==> src/source/audio_pkg.sv <==
`default_nettype none

package audio_pkg;

    // Wishbone data width on every port
    localparam int data_width = 16;

    // Host word address with bit 6 selecting the memory window
    localparam int host_addr_width = 7;

    // Sample memory holds 64 words
    localparam int ram_addr_width = 6;

    // Register word addresses decoded from the low two address bits
    localparam logic [1:0] reg_ctrl = 2'd0;
    localparam logic [1:0] reg_duty = 2'd1;
    localparam logic [1:0] reg_length = 2'd2;
    localparam logic [1:0] reg_status = 2'd3;

    typedef enum logic [1:0] {
        fetch_idle,
        fetch_request,
        fetch_hold
    } fetch_state_t;

    typedef enum logic [1:0] {
        arb_idle,
        arb_busy_host,
        arb_busy_fetch
    } arb_state_t;

endpackage

`default_nettype wire

==> src/source/button_parser.sv <==
`default_nettype none

module button_parser #(
    parameter int sample_count_max = 25000,
    parameter int pulse_count_max = 200
) (
    input  logic       cpu_clk_g,
    input  logic       rst,
    input  logic [2:0] buttons,
    output logic [2:0] press
);

    localparam int sample_w = $clog2(sample_count_max);
    localparam int pulse_w = $clog2(pulse_count_max + 1);

    logic [2:0]          btn_meta;
    logic [2:0]          btn_sync;
    logic [sample_w-1:0] sample_cnt;
    logic                tick;
    logic [pulse_w-1:0]  hold_cnt [3];

    assign tick = (sample_cnt == sample_w'(sample_count_max - 1));

    // Two-stage synchronizer on the raw buttons
    always_ff @(posedge cpu_clk_g) begin
        btn_meta <= buttons;
        btn_sync <= btn_meta;
    end

    always_ff @(posedge cpu_clk_g) begin
        if (rst) begin
            sample_cnt <= '0;
            press <= '0;
            for (int i = 0; i < 3; i++) begin
                hold_cnt[i] <= '0;
            end
        end else begin
            sample_cnt <= tick ? '0 : sample_cnt + 1'b1;
            for (int i = 0; i < 3; i++) begin
                press[i] <= 1'b0;
                // Any low level restarts the count, so glitches never reach the limit
                if (!btn_sync[i]) begin
                    hold_cnt[i] <= '0;
                end else if (tick && hold_cnt[i] != pulse_w'(pulse_count_max)) begin
                    hold_cnt[i] <= hold_cnt[i] + 1'b1;
                    press[i] <= (hold_cnt[i] == pulse_w'(pulse_count_max - 1));
                end
            end
        end
    end

endmodule

`default_nettype wire

==> src/source/audio_ctrl_regs.sv <==
`default_nettype none

module audio_ctrl_regs #(
    parameter int duty_width = 8
) (
    input  logic                                 cpu_clk_g,
    input  logic                                 rst,
    input  logic                                 wb_cyc,
    input  logic                                 wb_stb,
    input  logic                                 wb_we,
    input  logic [audio_pkg::host_addr_width-1:0] wb_adr,
    input  logic [audio_pkg::data_width-1:0]      wb_dat_w,
    output logic [audio_pkg::data_width-1:0]      wb_dat_r,
    output logic                                 wb_ack,
    input  logic [2:0]                           press,
    output logic                                 m0_cyc,
    output logic                                 m0_stb,
    output logic                                 m0_we,
    output logic [audio_pkg::ram_addr_width-1:0] m0_adr,
    output logic [audio_pkg::data_width-1:0]      m0_dat_w,
    input  logic                                 m0_ack,
    input  logic [audio_pkg::data_width-1:0]      m0_dat_r,
    output logic                                 source_sel,
    output logic [duty_width-1:0]                direct_duty,
    output logic [audio_pkg::ram_addr_width-1:0] play_length
);

    logic                            win;
    logic                            reg_acc;
    logic                            reg_ack;
    logic [audio_pkg::data_width-1:0] reg_rdata;
    logic [2:0]                      status;
    logic [2:0]                      status_clr;

    // Top address bit selects the sample memory window
    assign win = wb_adr[audio_pkg::host_addr_width-1];
    assign reg_acc = wb_cyc & wb_stb & !win & !reg_ack;

    // Memory window goes straight out as arbiter master 0
    assign m0_cyc = wb_cyc & win;
    assign m0_stb = wb_stb & win;
    assign m0_we = wb_we;
    assign m0_adr = wb_adr[audio_pkg::ram_addr_width-1:0];
    assign m0_dat_w = wb_dat_w;

    assign wb_ack = win ? m0_ack : reg_ack;
    assign wb_dat_r = win ? m0_dat_r : reg_rdata;

    // Write one to clear
    assign status_clr = (reg_acc && wb_we && wb_adr[1:0] == audio_pkg::reg_status) ?
                        wb_dat_w[2:0] : 3'b000;

    always_ff @(posedge cpu_clk_g) begin
        if (rst) begin
            reg_ack <= 1'b0;
            source_sel <= 1'b0;
            direct_duty <= '0;
            play_length <= '0;
            status <= '0;
        end else begin
            reg_ack <= reg_acc;
            status <= (status & ~status_clr) | press;
            if (reg_acc && wb_we) begin
                case (wb_adr[1:0])
                    audio_pkg::reg_ctrl:   source_sel <= wb_dat_w[0];
                    audio_pkg::reg_duty:   direct_duty <= wb_dat_w[duty_width-1:0];
                    audio_pkg::reg_length: play_length <= wb_dat_w[audio_pkg::ram_addr_width-1:0];
                    default: ;
                endcase
            end
        end
    end

    // Read data is captured with the access and shown alongside the ack
    always_ff @(posedge cpu_clk_g) begin
        if (reg_acc) begin
            reg_rdata <= '0;
            case (wb_adr[1:0])
                audio_pkg::reg_ctrl:   reg_rdata[0] <= source_sel;
                audio_pkg::reg_duty:   reg_rdata[duty_width-1:0] <= direct_duty;
                audio_pkg::reg_length: reg_rdata[audio_pkg::ram_addr_width-1:0] <= play_length;
                default:               reg_rdata[2:0] <= status;
            endcase
        end
    end

endmodule

`default_nettype wire

==> src/source/wb_arbiter.sv <==
`default_nettype none

module wb_arbiter (
    input  logic                                 cpu_clk_g,
    input  logic                                 rst,
    input  logic                                 m0_cyc,
    input  logic                                 m0_stb,
    input  logic                                 m0_we,
    input  logic [audio_pkg::ram_addr_width-1:0] m0_adr,
    input  logic [audio_pkg::data_width-1:0]      m0_dat_w,
    output logic [audio_pkg::data_width-1:0]      m0_dat_r,
    output logic                                 m0_ack,
    input  logic                                 m1_cyc,
    input  logic                                 m1_stb,
    input  logic [audio_pkg::ram_addr_width-1:0] m1_adr,
    output logic [audio_pkg::data_width-1:0]      m1_dat_r,
    output logic                                 m1_ack,
    output logic                                 s_cyc,
    output logic                                 s_stb,
    output logic                                 s_we,
    output logic [audio_pkg::ram_addr_width-1:0] s_adr,
    output logic [audio_pkg::data_width-1:0]      s_dat_w,
    input  logic [audio_pkg::data_width-1:0]      s_dat_r,
    input  logic                                 s_ack
);

    audio_pkg::arb_state_t state;
    logic                  last_fetch;
    logic                  m0_req;
    logic                  m1_req;
    logic                  gnt_host;
    logic                  gnt_fetch;

    assign m0_req = m0_cyc & m0_stb;
    assign m1_req = m1_cyc & m1_stb;
    assign gnt_host = (state == audio_pkg::arb_busy_host);
    assign gnt_fetch = (state == audio_pkg::arb_busy_fetch);

    always_ff @(posedge cpu_clk_g) begin
        if (rst) begin
            state <= audio_pkg::arb_idle;
            last_fetch <= 1'b0;
        end else begin
            case (state)
                audio_pkg::arb_idle: begin
                    // On a tie the master that lost last time wins
                    if (m0_req && (!m1_req || last_fetch)) begin
                        state <= audio_pkg::arb_busy_host;
                        last_fetch <= 1'b0;
                    end else if (m1_req) begin
                        state <= audio_pkg::arb_busy_fetch;
                        last_fetch <= 1'b1;
                    end
                end
                audio_pkg::arb_busy_host: begin
                    if (s_ack || !m0_cyc) begin
                        state <= audio_pkg::arb_idle;
                    end
                end
                audio_pkg::arb_busy_fetch: begin
                    if (s_ack || !m1_cyc) begin
                        state <= audio_pkg::arb_idle;
                    end
                end
                default: state <= audio_pkg::arb_idle;
            endcase
        end
    end

    // Only the owner reaches the memory; master 1 only reads
    assign s_cyc = (gnt_host & m0_cyc) | (gnt_fetch & m1_cyc);
    assign s_stb = (gnt_host & m0_stb) | (gnt_fetch & m1_stb);
    assign s_we = gnt_host & m0_we;
    assign s_adr = gnt_fetch ? m1_adr : m0_adr;
    assign s_dat_w = m0_dat_w;

    assign m0_ack = gnt_host & s_ack;
    assign m1_ack = gnt_fetch & s_ack;
    assign m0_dat_r = s_dat_r;
    assign m1_dat_r = s_dat_r;

endmodule

`default_nettype wire

==> src/source/sample_ram.sv <==
`default_nettype none

module sample_ram (
    input  logic                                 cpu_clk_g,
    input  logic                                 s_cyc,
    input  logic                                 s_stb,
    input  logic                                 s_we,
    input  logic [audio_pkg::ram_addr_width-1:0] s_adr,
    input  logic [audio_pkg::data_width-1:0]      s_dat_w,
    output logic [audio_pkg::data_width-1:0]      s_dat_r,
    output logic                                 s_ack
);

    logic [audio_pkg::data_width-1:0] mem [0:(1 << audio_pkg::ram_addr_width)-1];
    logic                            access;

    // A request already being acked is not served twice
    assign access = s_cyc & s_stb & !s_ack;

    always_ff @(posedge cpu_clk_g) begin
        s_ack <= access;
    end

    always_ff @(posedge cpu_clk_g) begin
        if (access) begin
            if (s_we) begin
                mem[s_adr] <= s_dat_w;
            end
            s_dat_r <= mem[s_adr];
        end
    end

endmodule

`default_nettype wire

==> src/source/wave_fetcher.sv <==
`default_nettype none

module wave_fetcher #(
    parameter int duty_width = 8,
    parameter int sample_div = 256
) (
    input  logic                                 cpu_clk_g,
    input  logic                                 rst,
    input  logic [audio_pkg::ram_addr_width-1:0] play_length,
    input  logic                                 m1_ack,
    input  logic [audio_pkg::data_width-1:0]      m1_dat_r,
    output logic                                 m1_cyc,
    output logic                                 m1_stb,
    output logic [audio_pkg::ram_addr_width-1:0] m1_adr,
    output logic [duty_width-1:0]                play_duty
);

    localparam int div_w = $clog2(sample_div);

    audio_pkg::fetch_state_t             state;
    logic [div_w-1:0]                    rate_cnt;
    logic                                tick;
    logic [audio_pkg::ram_addr_width-1:0] index;

    assign tick = (rate_cnt == div_w'(sample_div - 1));

    // Free-running sample rate counter
    always_ff @(posedge cpu_clk_g) begin
        if (rst) begin
            rate_cnt <= '0;
        end else begin
            rate_cnt <= tick ? '0 : rate_cnt + 1'b1;
        end
    end

    always_ff @(posedge cpu_clk_g) begin
        if (rst) begin
            state <= audio_pkg::fetch_idle;
            index <= '0;
            play_duty <= '0;
        end else begin
            case (state)
                audio_pkg::fetch_idle: begin
                    if (tick) begin
                        state <= audio_pkg::fetch_request;
                    end
                end
                audio_pkg::fetch_request: begin
                    if (m1_ack) begin
                        play_duty <= m1_dat_r[duty_width-1:0];
                        // Wrap also if LENGTH shrank below the current index
                        index <= (index >= play_length) ? '0 : index + 1'b1;
                        state <= audio_pkg::fetch_hold;
                    end
                end
                // One idle cycle so stb drops after the ack
                audio_pkg::fetch_hold: state <= audio_pkg::fetch_idle;
                default: state <= audio_pkg::fetch_idle;
            endcase
        end
    end

    assign m1_cyc = (state == audio_pkg::fetch_request);
    assign m1_stb = (state == audio_pkg::fetch_request);
    assign m1_adr = index;

endmodule

`default_nettype wire

==> src/source/pwm_dac.sv <==
`default_nettype none

module pwm_dac #(
    parameter int duty_width = 8
) (
    input  logic                  cpu_clk_g,
    input  logic                  rst,
    input  logic                  source_sel,
    input  logic [duty_width-1:0] direct_duty,
    input  logic [duty_width-1:0] play_duty,
    output logic                  pwm,
    output logic                  dac_source
);

    logic [duty_width-1:0] period_cnt;
    logic [duty_width-1:0] active_duty;

    always_ff @(posedge cpu_clk_g) begin
        if (rst) begin
            period_cnt <= '0;
            active_duty <= '0;
            dac_source <= 1'b0;
        end else begin
            period_cnt <= period_cnt + 1'b1;
            dac_source <= source_sel;
            // New duty only at the wrap, so no period is split
            if (&period_cnt) begin
                active_duty <= dac_source ? play_duty : direct_duty;
            end
        end
    end

    // Duty 0 keeps the output low for the whole period
    assign pwm = (period_cnt < active_duty);

endmodule

`default_nettype wire

==> src/source/audio_top.sv <==
`default_nettype none

module audio_top #(
    parameter int duty_width = 8,
    parameter int sample_div = 256,
    parameter int sample_count_max = 25000,
    parameter int pulse_count_max = 200
) (
    input  logic                                  cpu_clk_g,
    input  logic                                  rst,
    input  logic                                  wb_cyc,
    input  logic                                  wb_stb,
    input  logic                                  wb_we,
    input  logic [audio_pkg::host_addr_width-1:0] wb_adr,
    input  logic [audio_pkg::data_width-1:0]      wb_dat_w,
    output logic [audio_pkg::data_width-1:0]      wb_dat_r,
    output logic                                  wb_ack,
    input  logic [2:0]                            buttons,
    output logic                                  pwm,
    output logic                                  dac_source
);

    logic [2:0]                           press;
    logic                                 source_sel;
    logic [duty_width-1:0]                direct_duty;
    logic [duty_width-1:0]                play_duty;
    logic [audio_pkg::ram_addr_width-1:0] play_length;

    // Host side of the memory
    logic                                 m0_cyc;
    logic                                 m0_stb;
    logic                                 m0_we;
    logic                                 m0_ack;
    logic [audio_pkg::ram_addr_width-1:0] m0_adr;
    logic [audio_pkg::data_width-1:0]      m0_dat_w;
    logic [audio_pkg::data_width-1:0]      m0_dat_r;

    // Fetcher side of the memory
    logic                                 m1_cyc;
    logic                                 m1_stb;
    logic                                 m1_ack;
    logic [audio_pkg::ram_addr_width-1:0] m1_adr;
    logic [audio_pkg::data_width-1:0]      m1_dat_r;

    logic                                 s_cyc;
    logic                                 s_stb;
    logic                                 s_we;
    logic                                 s_ack;
    logic [audio_pkg::ram_addr_width-1:0] s_adr;
    logic [audio_pkg::data_width-1:0]      s_dat_w;
    logic [audio_pkg::data_width-1:0]      s_dat_r;

    button_parser #(
        .sample_count_max(sample_count_max),
        .pulse_count_max(pulse_count_max)
    ) button_parser_inst (
        .cpu_clk_g(cpu_clk_g),
        .rst(rst),
        .buttons(buttons),
        .press(press)
    );

    audio_ctrl_regs #(
        .duty_width(duty_width)
    ) audio_ctrl_regs_inst (
        .cpu_clk_g(cpu_clk_g),
        .rst(rst),
        .wb_cyc(wb_cyc),
        .wb_stb(wb_stb),
        .wb_we(wb_we),
        .wb_adr(wb_adr),
        .wb_dat_w(wb_dat_w),
        .wb_dat_r(wb_dat_r),
        .wb_ack(wb_ack),
        .press(press),
        .m0_cyc(m0_cyc),
        .m0_stb(m0_stb),
        .m0_we(m0_we),
        .m0_adr(m0_adr),
        .m0_dat_w(m0_dat_w),
        .m0_ack(m0_ack),
        .m0_dat_r(m0_dat_r),
        .source_sel(source_sel),
        .direct_duty(direct_duty),
        .play_length(play_length)
    );

    wb_arbiter wb_arbiter_inst (
        .cpu_clk_g(cpu_clk_g),
        .rst(rst),
        .m0_cyc(m0_cyc),
        .m0_stb(m0_stb),
        .m0_we(m0_we),
        .m0_adr(m0_adr),
        .m0_dat_w(m0_dat_w),
        .m0_dat_r(m0_dat_r),
        .m0_ack(m0_ack),
        .m1_cyc(m1_cyc),
        .m1_stb(m1_stb),
        .m1_adr(m1_adr),
        .m1_dat_r(m1_dat_r),
        .m1_ack(m1_ack),
        .s_cyc(s_cyc),
        .s_stb(s_stb),
        .s_we(s_we),
        .s_adr(s_adr),
        .s_dat_w(s_dat_w),
        .s_dat_r(s_dat_r),
        .s_ack(s_ack)
    );

    sample_ram sample_ram_inst (
        .cpu_clk_g(cpu_clk_g),
        .s_cyc(s_cyc),
        .s_stb(s_stb),
        .s_we(s_we),
        .s_adr(s_adr),
        .s_dat_w(s_dat_w),
        .s_dat_r(s_dat_r),
        .s_ack(s_ack)
    );

    wave_fetcher #(
        .duty_width(duty_width),
        .sample_div(sample_div)
    ) wave_fetcher_inst (
        .cpu_clk_g(cpu_clk_g),
        .rst(rst),
        .play_length(play_length),
        .m1_ack(m1_ack),
        .m1_dat_r(m1_dat_r),
        .m1_cyc(m1_cyc),
        .m1_stb(m1_stb),
        .m1_adr(m1_adr),
        .play_duty(play_duty)
    );

    pwm_dac #(
        .duty_width(duty_width)
    ) pwm_dac_inst (
        .cpu_clk_g(cpu_clk_g),
        .rst(rst),
        .source_sel(source_sel),
        .direct_duty(direct_duty),
        .play_duty(play_duty),
        .pwm(pwm),
        .dac_source(dac_source)
    );

endmodule

`default_nettype wire

==> config.mk <==
export PLATFORM = sky130hd
export DESIGN_NAME = audio_top
export DESIGN_NICKNAME = d
export VERILOG_FILES = /design/src/source/audio_pkg.sv /design/src/source/button_parser.sv /design/src/source/audio_ctrl_regs.sv /design/src/source/wb_arbiter.sv /design/src/source/sample_ram.sv /design/src/source/wave_fetcher.sv /design/src/source/pwm_dac.sv /design/src/source/audio_top.sv
export SDC_FILE = /design/constraint.sdc
export NUM_CORES = 1
export LEC_CHECK = 0
export CORE_ASPECT_RATIO = 1.4
export CORE_MARGIN = 4
export CORE_UTILIZATION = 48
export DETAILED_ROUTE_END_ITERATION = 8
export DONT_BUFFER_PORTS = 1
export PLACE_DENSITY = 0.64
export SYNTH_ARGS = -nofsm -noshare
export SYNTH_HDL_FRONTEND = slang
export SYNTH_HIERARCHICAL = 1
export SYNTH_SLANG_ARGS = --single-unit
==> constraint.sdc <==
create_clock -name cpu_clk_g -period 5.46 [get_ports cpu_clk_g]
set_clock_uncertainty 0.15 [all_clocks]
set_input_delay 1.092 -clock cpu_clk_g [delete_from_list [all_inputs] [get_ports cpu_clk_g]]
set_output_delay 1.092 -clock cpu_clk_g [all_outputs]
set_load 0.05 [all_outputs]
Word level (Yosys, flattened, before mapping)
Memory sizes are Yosys's and may differ from the RTL's. A register that Yosys moved wholly into a read port is not among the register bits.
Cells that the tools add are included.
{ "word_totals": {"input_bits": 31, "memories": 2, "ram_bits": 1048, "reg_bits": 96} }
{ "op_classes": {"n_bitwise": 31, "magnitude_cmp": 2, "mux": 51, "add_sub_neg": 7, "eq_ne": 19, "reduce_logical": 31} }
{ "mem_list": {"columns": ["name", "words", "word_bits", "rd", "rd_clocked_by_memory_dff", "wr", "line", "source"], "rows": [
  ["sample_ram_inst.mem", 64, 16, 1, 1, 1, "sample_ram.sv:14", "logic [audio_pkg::data_width-1:0] mem [0:(1 << audio_pkg::ram_addr_width)-1];"],
  ["button_parser_inst.hold_cnt", 3, 8, 3, 0, 3, "button_parser.sv:20", "logic [pulse_w-1:0] hold_cnt [3];"]
]} }
{ "op_table": {"columns": ["operator", "count"], "rows": [
  ["two-way mux 8 bit", 7],
  ["adder 8 x 1 -> 8 bit (second input constant)", 5],
  ["== test 8 bit (second input constant)", 4],
  ["two-way mux 1 bit", 29],
  ["!= test 8 bit (second input constant)", 3],
  ["two-way mux 16 bit", 1],
  ["adder 15 x 1 -> 15 bit (second input constant)", 1],
  ["== test 15 bit (second input constant)", 1],
  ["bitwise AND 1 bit", 14],
  ["two-way mux 2 bit", 6],
  ["two-way mux 6 bit", 2],
  ["one-hot mux 2 bit (3 select lines)", 2],
  ["AND reduction 2 bit", 6],
  ["OR reduction 3 bit", 3],
  ["< comparator 8 bit", 1],
  ["OR 1 bit", 8],
  ["AND reduction 8 bit", 1],
  ["adder 6 x 1 -> 6 bit (second input constant)", 1],
  ["== test 2 x 1 -> 1 bit (second input constant)", 3],
  ["== test 2 bit (second input constant)", 3],
  ["greater-or-equal comparator 6 bit", 1],
  ["logical AND 1 bit", 6],
  ["zero test 2 bit", 3],
  ["!= test 2 bit (second input constant)", 3],
  ["15 further kinds", 27]
]} }

Depth between registers and ports, before layout
Gate-level depths: netlist (run 1).
{ "depth": {"word_depth": 9, "mapped_depth": 14} }

Cells and area by module
The synthesis (run 1) kept the hierarchy.
{ "by_module_without_submodules": {"columns": ["mod", "cells_each", "instances", "area_each_um2", "seq_area_each_um2"], "rows": [
  ["sample_ram", 2248, 1, 39915.8, 31250.0],
  ["button_parser", 209, 1, 2233.4, 1201.2],
  ["audio_ctrl_regs", 158, 1, 1649.1, 620.6],
  ["wave_fetcher", 128, 1, 1078.5, 480.5],
  ["pwm_dac", 100, 1, 949.7, 340.3],
  ["wb_arbiter", 79, 1, 660.6, 60.1]
]} }

Worst setup path after synthesis (run 1)
OpenSTA, ideal clock, no wires.
{ "synth_timing": {"path_kind": "input -> register", "startpoint": "input port wb_adr[6] (netlist bit)", "endpoint": "memory sample_ram_inst/mem[11][0] (netlist bit) (enable)", "cell_stages": 10, "t_required_ns": 4.922, "t_arrival_ns": 3.870, "setup_slack_ns": 1.051, "cell_sequence": "buf_2 > clkbuf_1 > and2_1 > nand3b_1 > nand2_1 > nand2_1 > nor2_1 > and3_1 > nand2_1 > nor2_1"} }
{ "synth_between": {"elab_chain_cells": 7, "elab_cells_between_ends": 10, "cone_classes": "mux (2); bitwise (8)"} }
{ "synth_rtl": {"columns": ["element", "line", "source"], "rows": [
  ["start, declared", "audio_top.sv:14", "input logic [audio_pkg::host_addr_width-1:0] wb_adr,"],
  ["bitwise AND 1 bit", "audio_ctrl_regs.sv:40", "assign m0_cyc = wb_cyc & win;"],
  ["net m0_cyc", "audio_top.sv:30", "logic m0_cyc;"],
  ["bitwise AND 1 bit", "wb_arbiter.sv:71", "assign s_cyc = (gnt_host & m0_cyc) | (gnt_fetch & m1_cyc);"],
  ["OR 1 bit", "wb_arbiter.sv:71", null],
  ["net s_cyc", "audio_top.sv:45", "logic s_cyc;"],
  ["bitwise AND 1 bit (2 in series)", "sample_ram.sv:18", "assign access = s_cyc & s_stb & !s_ack;"],
  ["net sample_ram_inst.access", "sample_ram.sv:15", "logic access;"],
  ["two-way mux 1 bit", "sample_ram.sv:25", "if (access) begin"],
  ["two-way mux 1 bit (implied by the code)", "sample_ram.sv:27", "mem[s_adr] <= s_dat_w;"],
  ["end, declared", "sample_ram.sv:14", null]
]} }
The timed path passes the listed nets, and every way through them passes these cells.

Worst setup path in the final report (run 1)
{ "layout_timing": {"startpoint": "register wb_arbiter_inst.state[1]", "endpoint": "register sample_ram_inst/s_dat_r[5] (netlist bit), read port of sample_ram_inst.mem (data pin)"} }
{ "layout_between": {"elab_cells_between_ends": 10, "cone_classes": "eq/ne (2); mux (1); bitwise (7)"} }
{ "layout_rtl": {"columns": ["element", "line", "source"], "rows": [
  ["start, declared", "wb_arbiter.sv:27", "audio_pkg::arb_state_t state;"],
  ["start signal, assigned", "wb_arbiter.sv:41", "state <= audio_pkg::arb_idle;"],
  ["start signal, assigned", "wb_arbiter.sv:48", "state <= audio_pkg::arb_busy_host;"],
  ["start signal, assigned", "wb_arbiter.sv:51", "state <= audio_pkg::arb_busy_fetch;"],
  ["== test 2 bit", "wb_arbiter.sv:37", "assign gnt_fetch = (state == audio_pkg::arb_busy_fetch);"],
  ["two-way mux 6 bit", "wb_arbiter.sv:74", "assign s_adr = gnt_fetch ? m1_adr : m0_adr;"],
  ["net s_adr, one bit", "audio_top.sv:49", "logic [audio_pkg::ram_addr_width-1:0] s_adr;"],
  ["end, declared", "sample_ram.sv:10", "output logic [audio_pkg::data_width-1:0] s_dat_r,"]
]} }
The timed path passes the listed nets, and every way through them passes these cells.
A chain may end at the register's enable or synchronous reset.

==> results of run 1 <==
-- per-stage QoR --
step                utilization (%)  hold slack, ps  area [um2]  power, W  std cells
finish                         53.5             181       51200    0.0178       4307
global route                   53.5             196       51200    0.0183       4302
CTS                            53.5             186       51200    0.0179       4302
detailed placement             50.0             165       47900    0.0107       4110
global placement               50.0             172       47900    0.0107       4110
floorplan                         -             160       46400    0.0105       2914
-- worst max-delay path by stage --
| stage | start | to | depth (start not counted) |
|---|---|---|---|
| global route | wb_arbiter_inst/state[1]$_SDFFE_PP0P_ | sample_ram_inst/s_dat_r[4]$_DFFE_PP_ | 10 |
| detailed placement | wb_adr[2] | sample_ram_inst/s_dat_r[5]$_DFFE_PP_ | 9 |
| CTS | wb_arbiter_inst/state[1]$_SDFFE_PP0P_ | sample_ram_inst/s_dat_r[5]$_DFFE_PP_ | 10 |
| finish | wb_arbiter_inst/state[1]$_SDFFE_PP0P_ | sample_ram_inst/s_dat_r[5]$_DFFE_PP_ | 10 |
| global placement | wb_adr[2] | sample_ram_inst/s_dat_r[5]$_DFFE_PP_ | 9 |
| floorplan | wb_adr[6] | sample_ram_inst/mem[11][0]$_DFFE_PP_ | 10 |
-- layout by cell type (no fill, tap or decap), types with 8 or more instances in the layout --
cell and n:
clkinv_1 21, nand2b_1 16, a221oi_1 225, a22oi_1 148, o21ai_0 86, nor2b_1 11
nor2_1 202, nor3_1 14, nand2_1 87, or2b_1 11, clkbuf_16 106, a211oi_2 8
a22o_1 22, and2_1 16, o22ai_1 31, mux2i_1 58, clkbuf_1 19, o21ai_1 17
o22a_1 18, ha_1 28, nand4_1 11, a21oi_1 77, xor2_1 27, a221o_1 12
dfxtp_1 88, mux4_2 19, xnor2_1 14, bufinv_16 9, buf_4 154, and3_1 15
nand3_1 41, mux2_1 17, edfxtp_1 1072, o221ai_1 14, mux2_2 89, inv_1 30
clkinv_2 23
-- layer usage --
layer	global-route usage (%)	vias up	share of wire (%)	routed length [um]
li1	-	11600	-	-
met1	31.8	14200	35	47800
met2	44.0	1662	49	66500
met3	5.18	340	9.4	12600
met4	13.9	0	5.8	7880
met5	0	-	0	0
-- state kept, by name, indices dropped and copies added (netlist names), 3 cells and up --
name	flops
audio_ctrl_regs_inst/play_length	6
sample_ram_inst/s_dat_r	16
wave_fetcher_inst/rate_cnt	8
audio_ctrl_regs_inst/direct_duty	8
button_parser_inst/btn_meta	3
pwm_dac_inst/active_duty	8
button_parser_inst/press	3
button_parser_inst/hold_cnt	24
wave_fetcher_inst/m1_adr	6
audio_ctrl_regs_inst/status	3
button_parser_inst/sample_cnt	15
audio_ctrl_regs_inst/reg_rdata	8
button_parser_inst/btn_sync	3
wave_fetcher_inst/play_duty	8
sample_ram_inst/mem	1024
pwm_dac_inst/period_cnt	8
-- cell type report --
cell class / count / area (um2)
Fill cell: 7517 / 44500
Sequential cell: 1160 / 34000
Multi-Input combinational cell: 1464 / 10900
Clock buffer: 125 / 2720
Tap cell: 1292 / 1620
Timing Repair Buffer: 161 / 1300
Clock inverter: 67 / 594
Inverter: 33 / 124
Antenna cell: 5 / 12.5
-- power by group through the flow --
| stage | clock network, W | registers [W] | logic, W |
|---|---|---|---|
| floorplan | 0 | 0.00991 | 0.000597 |
| global placement | 0 | 0.00992 | 0.000822 |
| detailed placement | 0 | 0.00992 | 0.000827 |
| CTS | 0.00730 | 0.00973 | 0.000832 |
| global route | 0.00767 | 0.00972 | 0.000879 |
| finish | 0.00720 | 0.00973 | 0.000845 |
-- worst max-delay path, cell delays in order (launching register included) --
cell       delay, ps
dfxtp_1          380
nor2b_2          590
mux2_8           540
buf_4            310
buf_4            550
mux2_2           400
a22oi_1          130
o22ai_1          100
o21ai_0          450
o2111ai_1        340
or4_1            590
==> qor.yml, run 1 <==
p_clk_share_pct: 40.5
grt_remaining_overflow: 0
die_area_um2: 102000
cp.arrival_ps: 5160
setup_viol: 0
status: "finished, final reports clean"
ir_drop_mv: 0.232
fin_crit_ps: 4880
avgSynthCellArea_um2: 15.9
hold_viol: 0
finalSetupTns_ps: 0
crit_type: "flip-flop to flip-flop"
cts_resized: 0
powerDensity_nw_per_um2: 347
portBuffers: 0
dpl_worst_slack_ps: 577
p_seq_share_pct: 54.7
p_sw_w: 0.00379
antenna_found_initial: 6
syn_nets: 2973
power.share.switching_pct: 21.3
cts_sinks: 1160
r2r_setup_slack_ps: 580
setup_slack_ps: 575
cellLeakagePower_nw: 16.2
first_pass_iters: 8
cts_buffers: 104
fmax_mhz: 205
grt_max_degree: 69
yosys_warnings: 6
hp-start: "button_parser_inst/btn_meta[1]$_DFF_P_"
layout-drive-gt1-share_pct: 16.0
finish.net_count: 2983
grt_usage_pct: 26.1
clk_latency_ps: 700
rr_worst_depth: 10
first_iter_violations: 3656
start_util_pct: 48.5
internal_power_w: 0.0140
dp_hpwl_mm: 83.8
max-slew-margin-rel_pct: 14.0
route.vias.total: 27800
gp_congestion: 0.917
cts-root-buf: "clkbuf_16"
grt_setup_unrepaired: "no"
ios: 50
worstMarginPinSlew_ps: 1290
min_path_type: "flip-flop to flip-flop"
path_clk_slew_ps: 70
rows: 134
avgViaCountPerCell: 6.46
r2r-start: "wb_arbiter_inst/state[1]$_SDFFE_PP0P_"
cts_tree: "built"
power_frac_comb_pct: 4.8
h-tree-depth: 3
critical_path.max_fanout: 46
crit-reg2reg-capture: "sample_ram_inst/s_dat_r[5]$_DFFE_PP_"
routed_wl_mm: 135
drc: 0
die_w_um: 271
grt_pass1_wl_mm: 195
synthCells: 2914
post_cts_buffers: 0
coreArea_um2: 95700
drv_slew: 0
final_antenna_net_count: 0
clockBufferDepth: 3
wire_per_inst_um: 31.3
cap_violations: 0
min_path_cells: 0
synth_area_um2: 46400
start_kind: "flip-flop"
setup.worst_path.end_class: "flip-flop"
cp.required_ps: 5740
grt_pass1_vias: 27700
finalCritPeriodShare_pct: 89.5
die_h_um: 376
postCtsHoldBufs: 0
area_growth_pct: 10.3
hold_path_end: "button_parser_inst/btn_sync[1]$_DFF_P_"
No activity file was read; power rests on OpenSTA's default activity.
==> run 2: changes to the inputs <==
--- a/config.mk
+++ b/config.mk
@@ -5,7 +5,6 @@
 export SDC_FILE = /design/constraint.sdc
 export NUM_CORES = 1
 export LEC_CHECK = 0
-export CORE_ASPECT_RATIO = 1.4
 export CORE_MARGIN = 4
 export CORE_UTILIZATION = 48
 export DETAILED_ROUTE_END_ITERATION = 8
==> run 2 against run 1 <==
Effect of this change:
- routed wire length decreased by 4.4%
- combinational power fell by 4.6%
- first-iteration DRC count rose by 12%
- fmax is 1.0% higher
- largest power group unchanged
==> qor.yml, run 2 (same netlist as run 1, synthesis figures left out) <==
crit_type: "flip-flop to flip-flop"
crit_buf_inv: 1  # -1
gp_congestion: 0.924  # +0.71%
h-tree-depth: 3  # unchanged
postCtsHoldBufs: 0  # unchanged
hold_slack_ps: 186  # +4.63 ps
coreArea_um2: 95400  # -0.31%
crit_chain: "nor2b_2, mux2_4, nor2_4, buf_12, a221oi_1, o21ai_0, o2111ai_1, or4_1"
dp_hpwl_mm: 78.6  # -6.2%
power.share.switching_pct: 20.8  # -0.52 points
wl_met2_mm: 58.5  # -12%
grt_max_degree: 75  # +8.7%
worstMarginPinSlew_ps: 1120  # -167 ps
fin_crit_ps: 4840  # -48.6 ps
die_w_um: 319  # +18%
powerDensity_nw_per_um2: 359  # +3.5%
grt_remaining_overflow: 0  # unchanged
layout-drive-gt1-share_pct: 15.7  # -0.34 points
largest_reg_flops: 1024  # unchanged
post-route-util_pct: 54.0  # +0.46 points
grt_pass1_vias: 26800  # -3.4%
p_clk_share_pct: 43.0  # +2.5 points
path_clk_slew_ps: 60  # about the same
finalSetupTns_ps: 0  # unchanged
finish.net_count: 2966  # -0.57%
drv_slew: 0  # unchanged
internal_power_w: 0.0146  # +4.8%
wire_per_inst_um: 30.2  # -3.6%
critPathMaxStageDelay_ps: 880  # +290 ps
area_growth_pct: 11.0
start_kind: "flip-flop"
max-slew-margin-rel_pct: 25.0  # +11 points
grt_setup_unrepaired: "no"
cp.arrival_ps: 5120  # -40 ps
portBuffers: 0  # unchanged
critPathSlowestCell: "nor2_4"
die_h_um: 319  # -15%
avgViaCountPerCell: 6.46  # about the same
clockBufferDepth: 3  # unchanged
min_path_type: "flip-flop to flip-flop"
critical_path.max_fanout: 39  # -15%
power_frac_comb_pct: 4.4  # -0.4 points
first_iter_violations: 4094  # +12%
ir_drop_mv: 0.242  # +4.2%
first_pass_iters: 6  # -2
die_area_um2: 102000  # about the same
cellLeakagePower_nw: 16.3  # +0.52%
route.vias.total: 27600  # -0.97%
cts_resized: 0  # unchanged
hold_viol: 0  # unchanged
top_layer: "met4"
mostFrequentLayoutCell: "edfxtp_1"
p_sw_w: 0.00385  # +1.6%
cts_sinks: 1160  # unchanged
cts_tree: "built"
grt_pass1_wl_mm: 186  # -4.4%
largest_register: "sample_ram_inst/mem"
ios: 50  # unchanged
worst_path_dominant_cell_family: "simple AND/OR/NAND/NOR gates"
wl_met1_mm: 49.8  # +4.3%
grt_usage_pct: 24.8  # -1.3 points
antenna_found_initial: 7  # +1
fill_cells: 7502  # -0.20%
largestRegisters: "sample_ram_inst/mem x1024, button_parser_inst/hold_cnt x24, sample_ram_inst/s_dat_r x16"
final_cell_mix: "1072 x edfxtp_1, 225 x a221oi_1, 202 x nor2_1"
wl_met3_mm: 15.2  # +21%
status: "finished, final reports clean"
post_cts_buffers: 0  # unchanged
cts_buffers: 115  # +11%
drc: 0  # unchanged
fin_cells: 4268  # -0.91%
cap_violations: 0  # unchanged
fmax_mhz: 207  # +1.0%
p_seq_share_pct: 52.6  # -2.1 points
routed_wl_mm: 129  # -4.4%
total_power_w: 0.0185  # +4.1%
setup.worst_path.end_class: "flip-flop"
clk_latency_ps: 700  # about the same
dpl.cell_count: 4055  # -1.3%
rows: 113  # -16%
r2r_setup_slack_ps: 620  # +50 ps
start_util_pct: 48.6  # +0.15 points
cts-root-buf: "clkbuf_16"
cp.required_ps: 5750  # about the same
final_antenna_net_count: 0  # unchanged
finalCritPeriodShare_pct: 88.6  # -0.89 points
setup_viol: 0  # unchanged
[run 2: final timing paths]
| kind | startpoint | to | cells after the start |
|---|---|---|---|
| setup reg to reg | wb_arbiter_inst/state[1]$_SDFFE_PP0P_ | sample_ram_inst/s_dat_r[11]$_DFFE_PP_ | 8 |
| hold / removal | button_parser_inst/btn_meta[1]$_DFF_P_ | button_parser_inst/btn_sync[1]$_DFF_P_ | 0 |
| hold reg to reg | button_parser_inst/btn_meta[1]$_DFF_P_ | button_parser_inst/btn_sync[1]$_DFF_P_ | 0 |
| setup / recovery | wb_arbiter_inst/state[1]$_SDFFE_PP0P_ | sample_ram_inst/s_dat_r[11]$_DFFE_PP_ | 8 |
[run 2: stage by stage]
step | instance area, um2 | worst slack, ps
after floorplan | 46400 | 1050
after global placement | 47700 | 797
after detailed placement | 47700 | 740
after CTS | 51500 | 823
after global routing | 51500 | 654
final | 51500 | 624
[run 2: worst register-to-register path, cell delays in order (launching register included)]
cell and delay [ps]:
dfxtp_1 390, nor2b_2 580, mux2_4 610, nor2_4 900, buf_12 310, a221oi_1 170, o21ai_0 410, o2111ai_1 470
or4_1 610
[run 2: power by group through the flow]
| stage | Clock (W) | Sequential (W) | Combinational, W |
|---|---|---|---|
| 2_1_floorplan | 0 | 0.00991 | 0.000597 |
| 3_3_place_gp | 0 | 0.00992 | 0.000779 |
| 3_5_place_dp | 0 | 0.00992 | 0.000785 |
| 4_1_cts | 0.00807 | 0.00973 | 0.000790 |
| 5_1_grt | 0.00848 | 0.00973 | 0.000842 |
| 6_report | 0.00796 | 0.00973 | 0.000806 |
[run 2: final cells by class]
class | instances | area (um2) | area share (%)
Antenna cell | 4 | 10.0 | 0.0194
Clock buffer | 145 | 3100 | 6.03
Clock inverter | 64 | 722 | 1.40
Inverter | 33 | 124 | 0.240
Multi-Input combinational cell | 1464 | 10900 | 21.2
Sequential cell | 1160 | 34000 | 65.9
Tap cell | 1265 | 1580 | 3.07
Timing Repair Buffer | 133 | 1110 | 2.16
[run 2: per-layer routing]
metal	up-vias	track usage, %
li1	11600	-
met1	13900	34.1
met2	1724	38.3
met3	282	6.33
met4	0	9.47
met5	-	0
